[config.mk]
export PLATFORM = sky130hd
export DESIGN_NAME = branch_predict_top
export DESIGN_NICKNAME = d
export VERILOG_FILES = /design/src/ras_pkg.sv /design/src/branch_predict_top.sv /design/src/fetch_decode.sv /design/src/predict_out.sv /design/src/return_stack.sv
export SDC_FILE = /design/constraint.sdc
export NUM_CORES = 1
export LEC_CHECK = 0
export BUFFER_PORTS_ARGS = -buffer_cell sky130_fd_sc_hd__clkbuf_2
export CAP_MARGIN = 10
export CORE_MARGIN = 4
export CORE_UTILIZATION = 50
export DETAILED_ROUTE_END_ITERATION = 7
export GPL_ROUTABILITY_DRIVEN = 0
export GPL_TIMING_DRIVEN = 0
export PLACE_DENSITY = 0.7
export SETUP_SLACK_MARGIN = 0.5
export SLEW_MARGIN = 20
export SYNTH_ARGS = -nofsm -noshare
export SYNTH_HDL_FRONTEND = slang
export SYNTH_HIERARCHICAL = 1
export SYNTH_SLANG_ARGS = --single-unit
[constraint.sdc]
create_clock -name CLK -period 5.75 [get_ports CLK]
set_input_delay 1.15 -clock CLK [delete_from_list [all_inputs] [get_ports CLK]]
set_output_delay 1.15 -clock CLK [all_outputs]
set_load 0.05 [all_outputs]
[src/ras_pkg.sv]
package ras_pkg;

	// rv32i major opcodes for the two unconditional jumps
	localparam logic [6:0] OPC_JAL  = 7'b1101111;
	localparam logic [6:0] OPC_JALR = 7'b1100111;

	localparam logic [4:0] LINK_X1 = 5'd1; // ra
	localparam logic [4:0] LINK_X5 = 5'd5; // t0, alternate link register

	// one fetched word, seen as J-type for jal or as I-type for jalr
	typedef union packed {
		struct packed {
			logic [19:0] imm;    // imm[20|10:1|11|19:12]
			logic [4:0]  rd;
			logic [6:0]  opcode;
		} j_fmt;
		struct packed {
			logic [11:0] imm;
			logic [4:0]  rs1;
			logic [2:0]  funct3;
			logic [4:0]  rd;
			logic [6:0]  opcode;
		} i_fmt;
	} rv_instr_u;

	typedef struct packed {
		logic        valid;
		logic [31:0] pc;
		rv_instr_u   instr;
	} fetch_t;

	typedef enum logic [1:0] {
		RAS_NONE     = 2'b00,
		RAS_PUSH     = 2'b01,
		RAS_POP      = 2'b10,
		RAS_POP_PUSH = 2'b11
	} ras_op_e;

	typedef struct packed {
		logic        valid;
		logic        is_jal;
		ras_op_e     op;
		logic [31:0] link_addr;  // pc + 4
		logic [31:0] jal_target; // pc + J immediate
	} decoded_t;

	typedef struct packed {
		logic        valid;
		logic        taken;
		logic [31:0] target;
		logic [31:0] pc;
	} prediction_t;

endpackage

[src/branch_predict_top.sv]
`timescale 1ns/1ps

module branch_predict_top #(
	parameter int ENTRIES = 4
) (
	input  logic                 CLK,
	input  logic                 nRST,
	input  ras_pkg::fetch_t      fetch,
	output ras_pkg::prediction_t pred
);

	ras_pkg::decoded_t dec;
	logic [31:0]       top_addr;
	logic              top_valid;

	// decode register, one cycle after fetch
	fetch_decode i_fetch_decode (
		.CLK   (CLK),
		.nRST  (nRST),
		.fetch (fetch),
		.dec   (dec)
	);

	return_stack #(
		.ENTRIES (ENTRIES)
	) i_return_stack (
		.CLK       (CLK),
		.nRST      (nRST),
		.dec       (dec),
		.top_addr  (top_addr),
		.top_valid (top_valid)
	);

	// top is read before this item's own stack update
	predict_out i_predict_out (
		.CLK       (CLK),
		.nRST      (nRST),
		.dec       (dec),
		.top_addr  (top_addr),
		.top_valid (top_valid),
		.pred      (pred)
	);

endmodule

[src/fetch_decode.sv]
`timescale 1ns/1ps

module fetch_decode (
	input  logic              CLK,
	input  logic              nRST,
	input  ras_pkg::fetch_t   fetch,
	output ras_pkg::decoded_t dec
);

	logic               valid_q;
	logic [31:0]        pc_q;
	ras_pkg::rv_instr_u instr_q;

	logic        jal_hit;
	logic        jalr_hit;
	logic        jal_rd_link;
	logic        jalr_rd_link;
	logic        jalr_rs1_link;
	logic        same_link;
	logic [31:0] j_imm;

	// x1 and x5 are the only registers hinted as link
	function automatic logic is_link(input logic [4:0] r);
		return (r == ras_pkg::LINK_X1) || (r == ras_pkg::LINK_X5);
	endfunction

	always_ff @(posedge CLK, negedge nRST) begin
		if (!nRST) begin
			valid_q <= 1'b0;
		end else begin
			valid_q <= fetch.valid;
		end
	end

	// payload only loaded with a valid item
	always_ff @(posedge CLK) begin
		if (fetch.valid) begin
			pc_q    <= fetch.pc;
			instr_q <= fetch.instr;
		end
	end

	assign jal_hit       = instr_q.j_fmt.opcode == ras_pkg::OPC_JAL;
	assign jalr_hit      = instr_q.i_fmt.opcode == ras_pkg::OPC_JALR;
	assign jal_rd_link   = is_link(instr_q.j_fmt.rd);
	assign jalr_rd_link  = is_link(instr_q.i_fmt.rd);
	assign jalr_rs1_link = is_link(instr_q.i_fmt.rs1);
	assign same_link     = instr_q.i_fmt.rd == instr_q.i_fmt.rs1;

	// unscramble imm[20|10:1|11|19:12], bit 0 is always zero
	assign j_imm = {{11{instr_q.j_fmt.imm[19]}},
		instr_q.j_fmt.imm[19],
		instr_q.j_fmt.imm[7:0],
		instr_q.j_fmt.imm[8],
		instr_q.j_fmt.imm[18:9],
		1'b0};

	always_comb begin
		dec.valid      = valid_q;
		dec.is_jal     = 1'b0;
		dec.op         = ras_pkg::RAS_NONE;
		dec.link_addr  = pc_q + 32'd4;
		dec.jal_target = pc_q + j_imm;
		if (valid_q) begin
			if (jal_hit) begin
				dec.is_jal = 1'b1;
				if (jal_rd_link) begin
					dec.op = ras_pkg::RAS_PUSH; // call
				end
			end else if (jalr_hit) begin
				case ({jalr_rd_link, jalr_rs1_link})
					2'b01:   dec.op = ras_pkg::RAS_POP; // return
					2'b10:   dec.op = ras_pkg::RAS_PUSH;
					2'b11:   dec.op = same_link ? ras_pkg::RAS_PUSH : ras_pkg::RAS_POP_PUSH;
					default: dec.op = ras_pkg::RAS_NONE;
				endcase
			end
		end
	end

endmodule

[src/predict_out.sv]
`timescale 1ns/1ps

module predict_out (
	input  logic                 CLK,
	input  logic                 nRST,
	input  ras_pkg::decoded_t    dec,
	input  logic [31:0]          top_addr,
	input  logic                 top_valid,
	output ras_pkg::prediction_t pred
);

	logic        pops;
	logic        taken;
	logic [31:0] target;

	logic        valid_q;
	logic        taken_q;
	logic [31:0] target_q;
	logic [31:0] pc_q;

	assign pops = (dec.op == ras_pkg::RAS_POP) || (dec.op == ras_pkg::RAS_POP_PUSH);

	always_comb begin
		taken  = 1'b0;
		target = '0;
		if (dec.is_jal) begin
			taken  = 1'b1;
			target = dec.jal_target;
		end else if (pops && top_valid) begin
			taken  = 1'b1;
			target = top_addr; // return to last pushed link address
		end
	end

	always_ff @(posedge CLK, negedge nRST) begin
		if (!nRST) begin
			valid_q <= 1'b0;
			taken_q <= 1'b0;
		end else begin
			valid_q <= dec.valid;
			taken_q <= taken;
		end
	end

	always_ff @(posedge CLK) begin
		if (dec.valid) begin
			target_q <= target;
			pc_q     <= dec.link_addr - 32'd4; // back out the pc
		end
	end

	always_comb begin
		pred.valid  = valid_q;
		pred.taken  = taken_q;
		pred.target = target_q;
		pred.pc     = pc_q;
	end

	assert property (@(posedge CLK) disable iff (!nRST)
		pred.taken |-> pred.valid);

endmodule

[src/return_stack.sv]
`timescale 1ns/1ps

module return_stack #(
	parameter int ENTRIES = 4
) (
	input  logic              CLK,
	input  logic              nRST,
	input  ras_pkg::decoded_t dec,
	output logic [31:0]       top_addr,
	output logic              top_valid
);

	localparam int PTR_W = $clog2(ENTRIES);
	localparam int CNT_W = PTR_W + 1;

	logic [31:0]      stack [ENTRIES];
	logic [PTR_W-1:0] ptr;
	logic [PTR_W-1:0] nxt_ptr;
	logic [PTR_W-1:0] top_idx;
	logic [PTR_W-1:0] wr_idx;
	logic [CNT_W-1:0] count;
	logic [CNT_W-1:0] nxt_count;
	logic             wr_en;
	logic             full;
	logic             empty;

	assign top_idx   = ptr - 1'b1; // natural wrap, depth is a power of two
	assign full      = count == CNT_W'(ENTRIES);
	assign empty     = count == '0;
	assign top_addr  = stack[top_idx];
	assign top_valid = !empty;

	always_comb begin
		nxt_ptr   = ptr;
		nxt_count = count;
		wr_en     = 1'b0;
		wr_idx    = ptr;
		if (dec.valid) begin
			case (dec.op)
				ras_pkg::RAS_PUSH: begin
					wr_en     = 1'b1;
					nxt_ptr   = ptr + 1'b1;
					nxt_count = full ? count : count + 1'b1; // oldest entry lost on overflow
				end
				ras_pkg::RAS_POP: begin
					if (!empty) begin
						nxt_ptr   = top_idx;
						nxt_count = count - 1'b1;
					end
				end
				ras_pkg::RAS_POP_PUSH: begin
					wr_en = 1'b1;
					if (!empty) begin
						wr_idx = top_idx; // swap top in place
					end else begin
						nxt_ptr   = ptr + 1'b1;
						nxt_count = count + 1'b1;
					end
				end
				default: ;
			endcase
		end
	end

	always_ff @(posedge CLK, negedge nRST) begin
		if (!nRST) begin
			ptr   <= '0;
			count <= '0;
		end else begin
			ptr   <= nxt_ptr;
			count <= nxt_count;
		end
	end

	always_ff @(posedge CLK) begin
		if (wr_en) begin
			stack[wr_idx] <= dec.link_addr;
		end
	end

	assert property (@(posedge CLK) disable iff (!nRST)
		count <= CNT_W'(ENTRIES));

	// underflowing return must not disturb the pointer
	assert property (@(posedge CLK) disable iff (!nRST)
		(dec.valid && dec.op == ras_pkg::RAS_POP && empty) |=> ptr == $past(ptr));

endmodule

==> metrics <==
first-pass GRT wire length=40,500 um; vias=7,159; Util after Layout=59.8%; Final Hold Viols=0; row count=56; Die Wd=164 um; largest net degree at the start of global routing=71; dpl ws=2190 ps; worst-path cell chain=or4b_2 > a2111oi_2 > buf_2 > ha_1 > nor4b_2 > a21oi_1 > o21a_1 > nor2b_4 > buf_12; share of cells above drive strength 1=26.7%; Syn Nets=880; Setup Skew=8.65 ps; antenna violations before repair=0; 1st-iter DRT viols=574; Core ar.=23,600 um2; Synth Instances=776; Top FF cell, synth=edfxtp_1; clock sink count=264; adder-cell area share of the yosys netlist=3.95%; CTS Hold Buffers Added=0; dpl cells=1,233; vias in the first global route=7,128; number of synthesized flops with an enable pin=256; Yosys warnings=6; final WL=26,100 um; post-detailed-route count of antenna-violating nets=0; status=complete, no violations; Clock Path Buffers=3; most common cell after layout, fill and taps aside=edfxtp_1; RSZ-0062 raised after global routing=false; type of origin of the critical path=flop; Peak VDD IR=400 uV; I/O Buffers=132; PostCTS Resize Cnt=0; CTS buffer count=27; dpl cell area=13,300 um2; # IOs=133; power per cell area=320 nW/um2; TritonCTS clock tree=built; Max Cap Viol=0; Req. time, crit path=5970 ps; Tmin final=3560 ps; multiplexer share of the synthesized area=6.04%; Hold Crit Class=input port to async pin; Worst EP arrival=3780 ps; Post-Synth Simple-Gate Area=8.51%; Leak=5.09 nW; Pre-antenna DRT Iters=5; delay-heaviest family, CP=simple AND/OR/NAND/NOR gates; postcts setup bufs=0; Via density=5.59; diode count=0; final setup violation count=0; CP Max Fanout=19; Cell variety after synth=70; Remaining DRCs=0; Cell Area, Synth=12,100 um2; post-route non-filler standard cell count=1,281; critical path class=flop to flop; H-tree depth=1; Rel. slew slack=37.6%; Buf/Inv on CP=2; wire per inst=20.4 um; fmax=281 MHz; post-detail-place hpwl=18,500 um; Final #Nets=1,047; largest family of logic cells by synthesized area=simple AND/OR/NAND/NOR gates; root buffer cell=clkbuf_16; Max Slew Vio Count=0; Vert. Die Dim=164 um; gr ovfl total=0; largest stage delay on the critical path=690 ps; average cell area after synthesis=15.6 um2; complex-gate fraction of the synthesized area=8.04%; clk_lat worst skew=530 ps; smallest setup slack after layout=2190 ps; Starting Density=51.2%; XOR/XNOR share of the synthesized area=6.44%; Filler Cells Inserted=1,825; Crit. End Element=flop; Slew @ Worst Pin=937 ps; CP max stage cell=or4b_2; P&R area growth vs syn=16.7%; final worst path period share=61.9%; GRT Resource Usage Total=19.7%; async set or reset register ratio after synthesis=3.03%; commonest cells after routing, fill and taps aside=edfxtp_1 (256), clkbuf_2 (133), xnor2_1 (52); Seq/Total Area, Yosys=65.2%; flop and latch count out of synthesis=264; Reg clk slew, reported paths=60 ps; die area=26,800 um2; post-route cell area=14,100 um2
==> worst reg2reg max path: stages, from the launching register on <==
cell and delay, ps:
edfxtp_1 410, or4b_2 690, a2111oi_2 220, buf_2 250
ha_1 270, nor4b_2 320, a21oi_1 120, o21a_1 230
nor2b_4 470, buf_12 260
==> through the flow <==
| step | hold WS [ps] | setup TNS [ps] | power, W |
|---|---|---|---|
| finish | 468 | 0 | 0.00452 |
| global route | 478 | 0 | 0.00470 |
| CTS | 461 | 0 | 0.00456 |
| detailed placement | 558 | 0 | 0.00293 |
| global placement | 541 | -38810 | 0.00292 |
| floorplan | 520 | 0 | 0.00275 |
==> metal layers <==
metal / GRT usage, % / routed length, um / vias to the layer above
met5: 0 / 0 / -
met4: 4.77 / 480 / 0
met3: 2.55 / 1620 / 33
met2: 30.9 / 12100 / 217
met1: 29.6 / 11900 / 3524
li1: - / - / 3385
==> final cells by class <==
class	instances	area, um2	share of cell area (%)
plain buffers	31	150	1.06
inverters	19	71.3	0.505
well taps	319	399	2.83
repair buffers	138	776	5.49
clock inverters	18	140	0.993
clock buffers	30	687	4.87
flip-flops and latches	264	7890	55.9
multi-input cells	462	4010	28.4
==> final timing paths <==
kind	startpoint	end	slack, ps	cells past startpoint
max	i_fetch_decode/instr_q[18]	i_return_stack/stack[3][13]	2190	9
min	nRST	i_predict_out/taken_q	470	1
max reg2reg	i_fetch_decode/instr_q[18]	i_return_stack/stack[3][13]	2190	9
min reg2reg	i_return_stack/count[2]	i_return_stack/count[2]	570	1
max in group asynchronous	nRST	i_return_stack/count[2]	5090	1
min in group CLK	i_return_stack/count[2]	i_return_stack/count[2]	570	1
==> synth_stat cells, drive strengths merged, types with 2 or more instances <==
cell type / n / area (um2)
and4: 2 / 17.5
buf: 14 / 83.8
edfxtp: 256 / 7690
nor2: 29 / 111
o21ai: 16 / 80.1
a211oi: 4 / 35.0
nand4: 14 / 115
o221ai: 3 / 26.3
a22o: 32 / 280
a21oi: 41 / 216
dfrtp: 8 / 200
o21a: 4 / 30.0
o21bai: 2 / 15.0
nand4b: 2 / 17.5
a21o: 12 / 90.1
xnor2: 52 / 455
a31oi: 6 / 37.5
mux4: 32 / 721
nor4b: 3 / 38.8
or3: 6 / 37.5
xor2: 37 / 324
a2111oi: 2 / 23.8
inv: 19 / 71.3
nor4: 10 / 139
nand3: 21 / 110
fa: 2 / 40.0
ha: 35 / 438
o31ai: 3 / 22.5
nand2: 41 / 154
nor3: 12 / 92.6
clkbuf: 17 / 66.3
nor3b: 3 / 33.8
nor2b: 4 / 25.0
nand2b: 5 / 31.3
and3: 9 / 56.3
==> cell families (layout without fill, tap and decap cells) <==
group           after synthesis  after routing
compound gates              136            136
mux                          33             33
flops                       264            264
fa+ha+maj                    37             37
simple gates                167            167
xor+xnor                     89             89
buf+inv                      50            236
==> state kept, by name, summed over array words and instances, names as in the netlist <==
register                cells
i_fetch_decode/instr_q     32
i_fetch_decode/pc_q        32
i_fetch_decode/valid_q      1
i_predict_out/pc_q         32
i_predict_out/taken_q       1
i_predict_out/target_q     32
i_predict_out/valid_q       1
i_return_stack/count        3
i_return_stack/ptr          2
i_return_stack/stack      128
==> power breakdown <==
group | internal, W | total (W) | switching [W]
sequential | 0.00221 | 0.00225 | 0.0000442
clock | 0.000945 | 0.00163 | 0.000685
combinational | 0.000207 | 0.000643 | 0.000436
No activity file was read; power rests on OpenSTA's default activity.
